<file path="src/rtl/ss_pkg.sv">
`default_nettype none

package ss_pkg;

    localparam int SS_WORD_W = 32;
    localparam int SS_ADDR_W = 8;

    typedef logic [SS_WORD_W-1:0] ss_word_t;
    typedef logic [SS_ADDR_W-1:0] ss_addr_t;

    // Savestate addresses, 0 and 1 belong to the CPU core
    localparam ss_addr_t SS_ADDR_CLOCK     = 8'd2;
    localparam ss_addr_t SS_ADDR_STOPWATCH = 8'd3;
    localparam ss_addr_t SS_ADDR_PROG      = 8'd4;
    localparam ss_addr_t SS_ADDR_INTERRUPT = 8'd5;
    localparam ss_addr_t SS_ADDR_INPUT     = 8'd6;

    // Clock timer fields
    localparam int CLK_CNT_W = 8;   // counter_256
    localparam int CLK_DIV_W = 7;   // 32 kHz divider

    // Positions of the timer levels inside counter_256
    localparam int TB_32HZ_BIT = 2;
    localparam int TB_8HZ_BIT  = 4;
    localparam int TB_2HZ_BIT  = 6;
    localparam int TB_1HZ_BIT  = 7;

    // Stopwatch fields
    localparam int SW_DIGIT_W  = 4;
    localparam int SW_FACTOR_W = 2;
    localparam logic [SW_DIGIT_W-1:0] SW_DIGIT_MAX = 4'd9;

    // Prog timer fields
    localparam int PT_PRESCALE_W = 6;   // counter_8khz
    localparam int PT_COUNT_W    = 8;   // downcounter and reload value

    // Interrupt fields
    localparam int TIMER_BITS_W = 4;
    localparam int KEY_W        = 2;

    typedef struct packed {
        logic timer_32hz;   // Bit 3, matches clock_factor bit 3
        logic timer_8hz;
        logic timer_2hz;
        logic timer_1hz;
    } timer_bits_t;

endpackage

`default_nettype wire

</file>
<file path="src/rtl/ss_bus_if.sv">
`timescale 1ns/1ps
`default_nettype none

// Savestate bus, one driver and several state blocks
interface ss_bus_if
    import ss_pkg::*;
();

    ss_addr_t addr;             // Word select
    ss_word_t wdata;            // Word to restore
    logic     wren;             // Single-cycle write strobe
    logic     load_defaults;    // Savestate reset, held as a level

    modport hub (
        output addr,
        output wdata,
        output wren,
        output load_defaults
    );

    // Blocks only listen, state comes back on their own rdata ports
    modport block (
        input addr,
        input wdata,
        input wren,
        input load_defaults
    );

endinterface

`default_nettype wire

</file>
<file path="src/rtl/clock_timer.sv">
`timescale 1ns/1ps
`default_nettype none

module clock_timer
    import ss_pkg::*;
(
    input  logic        clk,
    input  logic        rst_n,
    input  logic        clk_en,     // 32 kHz enable
    ss_bus_if.block     bus,
    output ss_word_t    rdata,
    output timer_bits_t timer_bits,
    output logic        tick_256
);

    logic [CLK_DIV_W-1:0] divider;
    logic [CLK_CNT_W-1:0] counter_256;
    logic                 timer_256_tick;

    logic ss_clear;
    logic ss_write;
    logic div_wrap;

    assign ss_clear = !rst_n || bus.load_defaults;
    assign ss_write = bus.wren && (bus.addr == SS_ADDR_CLOCK);
    assign div_wrap = clk_en && (divider == '1);    // 127 -> 0

    always_ff @(posedge clk) begin
        if (ss_clear) begin
            divider        <= '0;
            counter_256    <= '0;
            timer_256_tick <= 1'b0;
        end else if (ss_write) begin
            counter_256    <= bus.wdata[0 +: CLK_CNT_W];
            divider        <= bus.wdata[CLK_CNT_W +: CLK_DIV_W];
            timer_256_tick <= bus.wdata[CLK_CNT_W + CLK_DIV_W];
        end else begin
            if (clk_en) begin
                divider <= divider + 1'b1;  // Wraps on its own
            end
            if (div_wrap) begin
                counter_256 <= counter_256 + 1'b1;
            end
            // Only high for the cycle after the wrap
            timer_256_tick <= div_wrap;
        end
    end

    assign tick_256 = timer_256_tick;

    // Frequency levels straight off the 256 Hz counter
    assign timer_bits.timer_32hz = counter_256[TB_32HZ_BIT];
    assign timer_bits.timer_8hz  = counter_256[TB_8HZ_BIT];
    assign timer_bits.timer_2hz  = counter_256[TB_2HZ_BIT];
    assign timer_bits.timer_1hz  = counter_256[TB_1HZ_BIT];

    // {16'b0, timer_256_tick, divider, counter_256}
    assign rdata = ss_word_t'({timer_256_tick, divider, counter_256});

endmodule

`default_nettype wire

</file>
<file path="src/rtl/interrupt_ctrl.sv">
`timescale 1ns/1ps
`default_nettype none

module interrupt_ctrl
    import ss_pkg::*;
(
    input  logic                   clk,
    input  logic                   rst_n,
    input  logic                   factor_ack,
    input  timer_bits_t            timer_bits,
    input  logic [KEY_W-1:0]       k_in,
    input  logic [SW_FACTOR_W-1:0] sw_factor,
    input  logic                   prog_factor,
    ss_bus_if.block                bus,
    output ss_word_t               clock_rdata,
    output ss_word_t               input_rdata,
    output logic                   irq
);

    timer_bits_t             prev_timer;    // Saved as part of address 5
    logic [TIMER_BITS_W-1:0] clock_factor;
    logic [KEY_W-1:0]        prev_k;
    logic [KEY_W-1:0]        factor_flags;  // Key input factors

    logic                    ss_clear;
    logic                    write_clock;
    logic                    write_input;
    logic [TIMER_BITS_W-1:0] timer_fall;
    logic [KEY_W-1:0]        key_fall;

    assign ss_clear    = !rst_n || bus.load_defaults;
    assign write_clock = bus.wren && (bus.addr == SS_ADDR_INTERRUPT);
    assign write_input = bus.wren && (bus.addr == SS_ADDR_INPUT);

    assign timer_fall = prev_timer & ~timer_bits;   // 1 -> 0 per level
    assign key_fall   = prev_k & ~k_in;

    always_ff @(posedge clk) begin
        if (ss_clear) begin
            prev_timer   <= '0;
            clock_factor <= '0;
        end else if (write_clock) begin
            clock_factor <= bus.wdata[0 +: TIMER_BITS_W];
            prev_timer   <= timer_bits_t'(bus.wdata[TIMER_BITS_W +: TIMER_BITS_W]);
        end else begin
            prev_timer   <= timer_bits;
            clock_factor <= (clock_factor & ~{TIMER_BITS_W{factor_ack}}) | timer_fall;
        end
    end

    // Key history is not part of any savestate word
    always_ff @(posedge clk) begin
        if (ss_clear) begin
            prev_k       <= '0;
            factor_flags <= '0;
        end else begin
            prev_k <= k_in;
            if (write_input) begin
                factor_flags <= bus.wdata[0 +: KEY_W];
            end else begin
                factor_flags <= (factor_flags & ~{KEY_W{factor_ack}}) | key_fall;
            end
        end
    end

    // Any latched factor, local or from the timers
    assign irq = |{clock_factor, factor_flags, sw_factor, prog_factor};

    assign clock_rdata = ss_word_t'({prev_timer, clock_factor});
    assign input_rdata = ss_word_t'(factor_flags);

endmodule

`default_nettype wire

</file>
<file path="src/rtl/prog_timer.sv">
`timescale 1ns/1ps
`default_nettype none

module prog_timer
    import ss_pkg::*;
(
    input  logic                  clk,
    input  logic                  rst_n,
    input  logic                  clk_en,       // 32 kHz enable
    input  logic                  prog_run,
    input  logic                  factor_ack,
    input  logic [PT_COUNT_W-1:0] prog_reload,
    ss_bus_if.block               bus,
    output ss_word_t              rdata,
    output logic                  prog_factor
);

    logic                     divider_8khz;   // Halves 32 kHz
    logic [PT_PRESCALE_W-1:0] counter_8khz;
    logic [PT_COUNT_W-1:0]    downcounter;
    logic                     factor_flag;

    logic ss_clear;
    logic ss_write;
    logic tick;
    logic step_8khz;
    logic step_down;
    logic underflow;

    assign ss_clear = !rst_n || bus.load_defaults;
    assign ss_write = bus.wren && (bus.addr == SS_ADDR_PROG);

    assign tick      = clk_en && prog_run;
    assign step_8khz = tick && divider_8khz;                  // Divider back to 0
    assign step_down = step_8khz && (counter_8khz == '1);     // 256 Hz step
    assign underflow = step_down && (downcounter == PT_COUNT_W'(1));

    always_ff @(posedge clk) begin
        if (ss_clear) begin
            divider_8khz <= 1'b0;
            counter_8khz <= '0;
            downcounter  <= '0;
            factor_flag  <= 1'b0;
        end else if (ss_write) begin
            counter_8khz <= bus.wdata[0 +: PT_PRESCALE_W];
            divider_8khz <= bus.wdata[PT_PRESCALE_W];
            downcounter  <= bus.wdata[PT_PRESCALE_W + 1 +: PT_COUNT_W];
            factor_flag  <= bus.wdata[PT_PRESCALE_W + 1 + PT_COUNT_W];
        end else begin
            if (tick) begin
                divider_8khz <= !divider_8khz;
            end
            if (step_8khz) begin
                counter_8khz <= counter_8khz + 1'b1;
            end

            if (step_down) begin
                // Reload on 1 -> 0, and also out of a restored zero
                if (downcounter <= PT_COUNT_W'(1)) begin
                    downcounter <= prog_reload;
                end else begin
                    downcounter <= downcounter - 1'b1;
                end
            end

            if (underflow) begin
                factor_flag <= 1'b1;    // Set beats ack
            end else if (factor_ack) begin
                factor_flag <= 1'b0;
            end
        end
    end

    assign prog_factor = factor_flag;

    // {16'b0, factor_flag, downcounter, divider_8khz, counter_8khz}
    assign rdata = ss_word_t'({factor_flag, downcounter, divider_8khz, counter_8khz});

endmodule

`default_nettype wire

</file>
<file path="src/rtl/stopwatch.sv">
`timescale 1ns/1ps
`default_nettype none

module stopwatch
    import ss_pkg::*;
(
    input  logic                   clk,
    input  logic                   rst_n,
    input  logic                   tick_256,
    input  logic                   sw_run,
    input  logic                   factor_ack,
    ss_bus_if.block                bus,
    output ss_word_t               rdata,
    output logic [SW_FACTOR_W-1:0] sw_factor
);

    logic [SW_DIGIT_W-1:0]  counter_100hz;  // Hundredths stage
    logic [SW_DIGIT_W-1:0]  counter_swl;    // Low BCD digit
    logic [SW_DIGIT_W-1:0]  counter_swh;    // High BCD digit
    logic [SW_FACTOR_W-1:0] factor_flags;

    logic ss_clear;
    logic ss_write;
    logic step;
    logic wrap_100hz;
    logic wrap_swl;
    logic wrap_swh;

    assign ss_clear = !rst_n || bus.load_defaults;
    assign ss_write = bus.wren && (bus.addr == SS_ADDR_STOPWATCH);

    // Carry chain, >= so an out of range restore still rolls over
    assign step       = tick_256 && sw_run;
    assign wrap_100hz = step && (counter_100hz >= SW_DIGIT_MAX);
    assign wrap_swl   = wrap_100hz && (counter_swl >= SW_DIGIT_MAX);
    assign wrap_swh   = wrap_swl && (counter_swh >= SW_DIGIT_MAX);

    always_ff @(posedge clk) begin
        if (ss_clear) begin
            counter_100hz <= '0;
            counter_swl   <= '0;
            counter_swh   <= '0;
            factor_flags  <= '0;
        end else if (ss_write) begin
            counter_swl   <= bus.wdata[0 +: SW_DIGIT_W];
            counter_swh   <= bus.wdata[SW_DIGIT_W +: SW_DIGIT_W];
            counter_100hz <= bus.wdata[2*SW_DIGIT_W +: SW_DIGIT_W];
            factor_flags  <= bus.wdata[3*SW_DIGIT_W +: SW_FACTOR_W];
        end else begin
            if (wrap_100hz) begin
                counter_100hz <= '0;
            end else if (step) begin
                counter_100hz <= counter_100hz + 1'b1;
            end

            if (wrap_swl) begin
                counter_swl <= '0;
            end else if (wrap_100hz) begin
                counter_swl <= counter_swl + 1'b1;
            end

            if (wrap_swh) begin
                counter_swh <= '0;
            end else if (wrap_swl) begin
                counter_swh <= counter_swh + 1'b1;
            end

            // New rollover wins over an ack in the same cycle
            factor_flags <= (factor_flags & ~{SW_FACTOR_W{factor_ack}})
                          | {wrap_swh, wrap_swl};
        end
    end

    assign sw_factor = factor_flags;

    // {18'b0, factor_flags, counter_100hz, counter_swh, counter_swl}
    assign rdata = ss_word_t'({factor_flags, counter_100hz, counter_swh, counter_swl});

endmodule

`default_nettype wire

</file>
<file path="src/rtl/timers_top.sv">
`timescale 1ns/1ps
`default_nettype none

module timers_top
    import ss_pkg::*;
(
    input  logic                  clk,
    input  logic                  rst_n,
    input  logic                  clk_en,
    input  logic                  sw_run,
    input  logic                  prog_run,
    input  logic                  factor_ack,
    input  logic [PT_COUNT_W-1:0] prog_reload,
    input  logic [KEY_W-1:0]      k_in,
    input  ss_addr_t              ss_bus_addr,
    input  ss_word_t              ss_bus_in,
    input  logic                  ss_bus_wren,
    input  logic                  ss_bus_reset_n,
    output ss_word_t              ss_bus_out,
    output logic                  irq
);

    ss_word_t                clock_rdata;
    ss_word_t                sw_rdata;
    ss_word_t                prog_rdata;
    ss_word_t                int_clock_rdata;
    ss_word_t                int_input_rdata;
    timer_bits_t             timer_bits;
    logic                    tick_256;
    logic [SW_FACTOR_W-1:0]  sw_factor;
    logic                    prog_factor;

    ss_bus_if bus ();

    assign bus.addr          = ss_bus_addr;
    assign bus.wdata         = ss_bus_in;
    assign bus.wren          = ss_bus_wren;
    assign bus.load_defaults = !ss_bus_reset_n;

    clock_timer clock (
        .clk        (clk),
        .rst_n      (rst_n),
        .clk_en     (clk_en),
        .bus        (bus.block),
        .rdata      (clock_rdata),
        .timer_bits (timer_bits),
        .tick_256   (tick_256)
    );

    stopwatch stopwatch (
        .clk        (clk),
        .rst_n      (rst_n),
        .tick_256   (tick_256),
        .sw_run     (sw_run),
        .factor_ack (factor_ack),
        .bus        (bus.block),
        .rdata      (sw_rdata),
        .sw_factor  (sw_factor)
    );

    prog_timer prog_timer (
        .clk         (clk),
        .rst_n       (rst_n),
        .clk_en      (clk_en),
        .prog_run    (prog_run),
        .factor_ack  (factor_ack),
        .prog_reload (prog_reload),
        .bus         (bus.block),
        .rdata       (prog_rdata),
        .prog_factor (prog_factor)
    );

    interrupt_ctrl interrupt (
        .clk         (clk),
        .rst_n       (rst_n),
        .factor_ack  (factor_ack),
        .timer_bits  (timer_bits),
        .k_in        (k_in),
        .sw_factor   (sw_factor),
        .prog_factor (prog_factor),
        .bus         (bus.block),
        .clock_rdata (int_clock_rdata),
        .input_rdata (int_input_rdata),
        .irq         (irq)
    );

    // Read word for the address seen at this edge, unused addresses give zero
    always_ff @(posedge clk) begin
        if (!rst_n) begin
            ss_bus_out <= '0;
        end else begin
            case (ss_bus_addr)
                SS_ADDR_CLOCK:     ss_bus_out <= clock_rdata;
                SS_ADDR_STOPWATCH: ss_bus_out <= sw_rdata;
                SS_ADDR_PROG:      ss_bus_out <= prog_rdata;
                SS_ADDR_INTERRUPT: ss_bus_out <= int_clock_rdata;
                SS_ADDR_INPUT:     ss_bus_out <= int_input_rdata;
                default:           ss_bus_out <= '0;
            endcase
        end
    end

endmodule

`default_nettype wire

</file>
<file path="config.mk">
export PLATFORM = sky130hd
export DESIGN_NAME = timers_top
export DESIGN_NICKNAME = d
export VERILOG_FILES = /design/src/rtl/ss_pkg.sv /design/src/rtl/ss_bus_if.sv /design/src/rtl/clock_timer.sv /design/src/rtl/interrupt_ctrl.sv /design/src/rtl/prog_timer.sv /design/src/rtl/stopwatch.sv /design/src/rtl/timers_top.sv
export SDC_FILE = /design/constraint.sdc
export NUM_CORES = 1
export LEC_CHECK = 0
export BUFFER_PORTS_ARGS = -buffer_cell sky130_fd_sc_hd__buf_2
export CAP_MARGIN = 10
export CORE_ASPECT_RATIO = 1.1
export CORE_UTILIZATION = 58
export DETAILED_ROUTE_END_ITERATION = 8
export PLACE_DENSITY = 0.82
export SLEW_MARGIN = 25
export SYNTH_ARGS = -nofsm -noshare
export SYNTH_HDL_FRONTEND = slang
export SYNTH_SLANG_ARGS = --single-unit
</file>
<file path="constraint.sdc">
create_clock -name clk -period 6.6 [get_ports clk]
set_input_delay 1.32 -clock clk [delete_from_list [all_inputs] [get_ports clk]]
set_output_delay 1.32 -clock clk [all_outputs]
set_load 0.1 [all_outputs]
</file>
Word level (Yosys, flattened, before mapping)
Cells that the tools add are included.
- output and inout bits: 33
- flip-flop bits (word level): 90
- word-level logic and storage cells: 107
- bitwise operators: 12
- $add $sub $neg: 7
- muxes and demuxes: 29
- reductions and logical operators: 28
- equal/unequal tests: 8
- magnitude comparators: 4
- operators by type and width (operator ; number):
    one-hot mux 16 bit (5 select lines) ; 1
    2-to-1 mux 4 bit ; 11
    2-to-1 mux 8 bit ; 5
    == test 8 x 3 -> 1 bit (second input constant) ; 3
    == test 8 x 2 -> 1 bit (second input constant) ; 2
    logical AND 1 bit ; 14
    2-to-1 mux 7 bit ; 2
    adder 4 x 1 -> 4 bit (second input constant) ; 3
    greater-or-equal comparator 4 bit (second input constant) ; 3
    2-to-1 mux 6 bit ; 2
    nonzero test 3 bit ; 4
    nonzero test 2 bit ; 5
    OR reduction 9 bit ; 1
    adder 8 x 1 -> 8 bit (second input constant) ; 1
    bitwise AND 4 bit ; 2
    == test 8 x 1 -> 1 bit (second input constant) ; 1
    <= comparator 8 x 1 -> 1 bit (second input constant) ; 1
    NOT 4 bit ; 2
    subtractor 8 x 1 -> 8 bit (second input constant) ; 1
    adder 7 x 1 -> 7 bit (second input constant) ; 1
    == test 7 bit (second input constant) ; 1
    adder 6 x 1 -> 6 bit (second input constant) ; 1
    bitwise AND 2 bit ; 3
    == test 6 bit (second input constant) ; 1
    7 further kinds ; 17

Longest topological paths before layout
- depth after elaboration: 6
- mapped depth: 8
- gate-level depth less buffers: 7

Hierarchy
From an unflattened synthesis, not the netlist that was laid out.
- cell total of the unflattened synthesis: 787
- area, all modules: 6493.7 um^2
- by module, submodules not included (module ; area an instance (um^2) ; cells each ; instances):
    timers_top ; 2135.8 ; 257 ; 1
    prog_timer ; 1202.4 ; 151 ; 1
    stopwatch ; 1084.8 ; 136 ; 1
    clock_timer ; 1051.0 ; 121 ; 1
    interrupt_ctrl ; 1019.7 ; 122 ; 1

Least setup slack after synthesis
No wires, ideal clock.
- kind: input -> register
- from: input ss_bus_addr[7]
- to: register clock.counter_256[2]
- data arrival time: 3061 ps
- setup slack: 3402 ps
- stages on the path: 7
- data required time: 6463 ps
- buffers on the path: 2
- cell sequence: or4_4 or3b_4 or3_1 buf_2 buf_2 nor2_1 a211oi_2
- longest elaborated chain between the ends: 3
- elaborated cells between the ends (all ways): 4
- ends and longest elaborated chain (what ; RTL line ; source):
    start: declaration ; timers_top.sv:15 ; input ss_addr_t ss_bus_addr,
    == test 8 x 2 -> 1 bit * ; clock_timer.sv:25 ; assign ss_write = bus.wren && (bus.addr == SS_ADDR_CLOCK);
    logical AND 1 bit * ; clock_timer.sv:25 ;
    2-to-1 mux 8 bit / nonzero test 2 bit (equally long branches) ; -- ;
    end signal: assignment ; clock_timer.sv:34 ; counter_256 <= bus.wdata[0 +: CLK_CNT_W];
    end signal: assignment ; clock_timer.sv:42 ; counter_256 <= counter_256 + 1'b1;
    end: declaration ; clock_timer.sv:17 ; logic [CLK_CNT_W-1:0] counter_256;
Every way passes the cells marked *; elsewhere a longest branch is shown, timed or not.
A chain may end at the register's enable or synchronous reset.

Final worst setup path
- from: input ss_bus_addr[1]
- to: register stopwatch.counter_swl[2]
- longest elaborated chain between the ends: 3
- elaborated cells between the ends (all ways): 4
- ends and longest elaborated chain (what ; RTL line ; source):
    == test 8 x 2 -> 1 bit * ; stopwatch.sv:30 ; assign ss_write = bus.wren && (bus.addr == SS_ADDR_STOPWATCH);
    logical AND 1 bit * ; stopwatch.sv:30 ;
    nonzero test 3 bit (no source line) / 2-to-1 mux 4 bit (equally long branches) ; -- ;
    end signal: assignment ; stopwatch.sv:45 ; counter_swl <= bus.wdata[0 +: SW_DIGIT_W];
    end signal: assignment ; stopwatch.sv:59 ; counter_swl <= counter_swl + 1'b1;
    end: declaration ; stopwatch.sv:18 ; logic [SW_DIGIT_W-1:0] counter_swl;
Marks and branches as above.

==> out/qor.log <==
qor: outcome.run_status finished clean
qor: yosys.ys_dominant_reg_cell sky130_fd_sc_hd__dfxtp_1
qor: timing.clock-skew-final 0.0106 ns
qor: place.finalWeightedCongestion 0.908
qor: yosys.synthArstFlopShare 0%
qor: timing.finalSetupTns 0 ns
qor: grt.first_global_vias 3501
qor: layout.layout.cell_area.non_filler 4540 µm²
qor: route.post_drt_wl_per_cell 16.8 µm
qor: clocking.cts.root.buffer_cell sky130_fd_sc_hd__clkbuf_8
qor: worst_setup_path.cp-end-kind flop
qor: clocking.cts.htree.levels 3
qor: layout.n_fill_cell 609
qor: layout.multi_input_comb_area 2380 µm²
qor: floorplanning.boundaryPins 91
qor: yosys.synth_edf_count 0
qor: yosys.synth-xor-area-share 4.02%
qor: floorplanning.core.rowCount 31
qor: layout.design.final.nets 625
qor: floorplanning.core-area 6750 µm²
qor: yosys.yosysTopAreaCell sky130_fd_sc_hd__dfxtp_1
qor: timing.worst_slew_pin_slew 1.06 ns
qor: worst_setup_path.crit_path_max_fanout 28
qor: grt.grt_util_all_layers 30.1%
qor: yosys.synth_simple_gate_area_share 20.8%
qor: timing.report.final.slew_viol_count 0
qor: clocking.tritoncts.num_buffers 9
qor: yosys.seq_area_frac_synth 35.8%
qor: clocking.post-cts-setup-buffers 0
qor: route.drt.antenna.violating_nets 0
qor: route.detail_route.vias_per_cell 6.19
qor: layout.post_route_cells_drive_above_1_share 17.2%
qor: grt.grt_antenna_before_repair 0
qor: floorplanning.chipWidth 82.6 µm
qor: yosys.main_combinational_cell_family_by_area_after_synthesis compound AO/OA/AOI/OAI gates
qor: yosys.ys_ff_latch 74
qor: route.initialDrtViolationCount 380
qor: timing.layout_setup_ws 3.00 ns
qor: grt.gr-total-overflow 0
qor: yosys.synth_area 4140 µm²
qor: layout.layout.area.seq 1480 µm²
qor: min_path.worst_hold_path_type flop to flop
qor: yosys.avgSynthCellArea 8.07 µm²
qor: grt.maximum_number_of_pins_on_one_net_before_global_route_repair 34
qor: clocking.cts_tree yes
qor: yosys.synth_top_cell_area_share 35.8%
qor: place.dp_hpwl 7780 µm
qor: clocking.postCtsResizedCells 0
qor: yosys.post_synth_num_cell_types 56
qor: floorplanning.initial_utilization 61.4%
qor: worst_setup_path.cp_data_arrival_time 3.80 ns
qor: route.drt_first_pass_iters 5
qor: power.cellLeakagePower 1.71 nW
qor: route.drt_wl_total 10700 µm
qor: yosys.synth_mux_area_share 3.44%
qor: clocking.max-clock-path-buffers 2
qor: yosys.synth_compound_area_share 23.6%
qor: yosys.yosys_warnings 0
qor: worst_setup_path.crit_required 6.81 ns
qor: clocking.clock-sinks 74
qor: route.vias 3960
qor: place.number_of_buffers_inserted_by_port_buffering 58
qor: power.total_power_divided_by_cell_area 193 nW/µm²
qor: yosys.synth_fa_ha_area_share 4.23%
qor: floorplanning.area_of_the_die 7480 µm²
qor: timing.timing.max_slew.rel_slack 29.2%
qor: route.detail_route.drc_violations 0
qor: timing.final-hold-violation-count 0
qor: place.placed_cell_area 4360 µm²
qor: power.vdd_drop_max 0.125 mV
qor: place.pre_cts_ws 2.71 ns
qor: worst_setup_path.critical_path_class input port to flop
qor: floorplanning.die_height 90.6 µm
qor: timing.max_fclk 0.278 GHz
qor: job.maxCapViolations 0
qor: timing.grt_setup_unrepaired false
qor: clocking.clkTransAtPathRegs 0.09 ns
qor: layout.synthToLayoutAreaGrowth 9.73%
qor: timing.period_minus_slack 3.60 ns
qor: yosys.synth_area_leaders sky130_fd_sc_hd__dfxtp_1, sky130_fd_sc_hd__nor2_1, sky130_fd_sc_hd__a21oi_1, sky130_fd_sc_hd__ha_1, sky130_fd_sc_hd__a22oi_1
qor: layout.antennaDiodeCount 0
qor: timing.layout_worst_path_cycle_share 54.5%
qor: yosys.gate_count_post_synth 513
qor: grt.first_pass_grt_wire_length 17100 µm
qor: worst_setup_path.startpoint_types input port
qor: clocking.worstSkewPairLatency 0.36 ns
qor: clocking.post_cts_hold_buffer_count 0
qor: timing.finalSetupViolations 0
-- per-stage QoR --
step / power [W] / hold WS [ns] / util [%] / instances
global route: 0.000904 / 0.585 / 67.3 / 640
finish: 0.000878 / 0.546 / 67.3 / 640
detailed placement: 0.000552 / 0.520 / 64.6 / 624
floorplan: 0.000533 / 0.473 / - / 528
CTS: 0.000877 / 0.540 / 67.3 / 640
global placement: 0.000551 / 0.513 / 64.6 / 624
-- per-layer routing --
layer  vias to the layer above  track usage, %  part of all wire [%]  wire, µm
li1                       1904               -                     -         -
met1                      1845            42.6                    43      4640
met2                       189            44.3                    46      4920
met3                        22            5.66                   8.6       928
met4                         0            12.2                   2.3       248
met5                         -               0                     0         0
-- path summary, 6_finish.rpt --
check | start | to | slack [ns] | cells after the start
max | ss_bus_addr[1] | stopwatch.counter_swl[2] | 3.00 | 7
min reg2reg | interrupt.clock_rdata[4] | ss_bus_out[4] | 0.55 | 2
min | interrupt.clock_rdata[4] | ss_bus_out[4] | 0.55 | 2
max reg2reg | prog_timer.divider_8khz | prog_timer.downcounter[6] | 4.27 | 5
-- kinds of logic after synthesis --
group                    Yosys count
flip-flops                        74
other                              1
adder cells (fa/ha/maj)           14
AO/OA/AOI/OAI                    146
multiplexers                      14
XOR/XNOR                          19
buffers and inverters             68
AND/OR/NAND/NOR                  177
-- critical path, stage by stage --
cell	delay, ns
sky130_fd_sc_hd__buf_2	0.13
sky130_fd_sc_hd__nor2b_1	0.15
sky130_fd_sc_hd__buf_4	0.22
sky130_fd_sc_hd__and2_0	0.62
sky130_fd_sc_hd__nand3_1	0.82
sky130_fd_sc_hd__o21ai_0	0.46
sky130_fd_sc_hd__a21oi_1	0.06
-- layout by cell type, fill, tap and decap left out, drive strengths merged, types with 10 or more instances in the layout --
cell | synthesis | final
dfxtp | 74 | 74
nor2 | 72 | 72
buf | 22 | 61
a21oi | 41 | 41
o21ai | 30 | 30
nand2 | 23 | 23
inv | 20 | 23
a22oi | 21 | 21
a211oi | 21 | 21
nand3 | 18 | 18
nor3 | 17 | 17
conb | 1 | 16
ha | 14 | 14
mux2i | 12 | 12
nand4 | 10 | 10
xor2 | 10 | 10
-- cell usage after synthesis (all sizes together) (4+ instances only) --
| library cell | count |
|---|---|
| dfxtp | 74 |
| nor2 | 72 |
| a21oi | 41 |
| o21ai | 30 |
| clkbuf | 25 |
| nand2 | 23 |
| buf | 22 |
| a211oi | 21 |
| a22oi | 21 |
| inv | 20 |
| nand3 | 18 |
| nor3 | 17 |
| ha | 14 |
| mux2i | 12 |
| nand4 | 10 |
| xor2 | 10 |
| xnor2 | 9 |
| nor4 | 8 |
| a221oi | 6 |
| a31oi | 5 |
| a311oi | 4 |
| nor2b | 4 |
| o211ai | 4 |
| or3 | 4 |
-- area by class of cell --
| cell class | instances | share of cell area [%] |
|---|---|---|
| timing repair buffer | 61 | 6.88 |
| tap | 82 | 2.26 |
| sequential | 74 | 32.6 |
| clock buffer | 9 | 2.73 |
| clock inverter | 7 | 1.38 |
| multi-input combinational | 386 | 52.4 |
| inverter | 21 | 1.73 |
-- state kept, by name (all words and copies together), names as in the netlist, 6 cells and up --
signal,flops
clock.counter_256,8
clock.divider,7
prog_timer.counter_8khz,6
prog_timer.downcounter,8
ss_bus_out,16
-- report_power, final --
part	total [W]	internal, W	switching [W]
sequential	0.000449	0.000448	0.00000153
clock	0.000335	0.000144	0.000191
combinational	0.0000941	0.0000183	0.0000757
total	0.000878	0.000609	0.000268
Note: power is estimated with default switching activity, not from simulation.
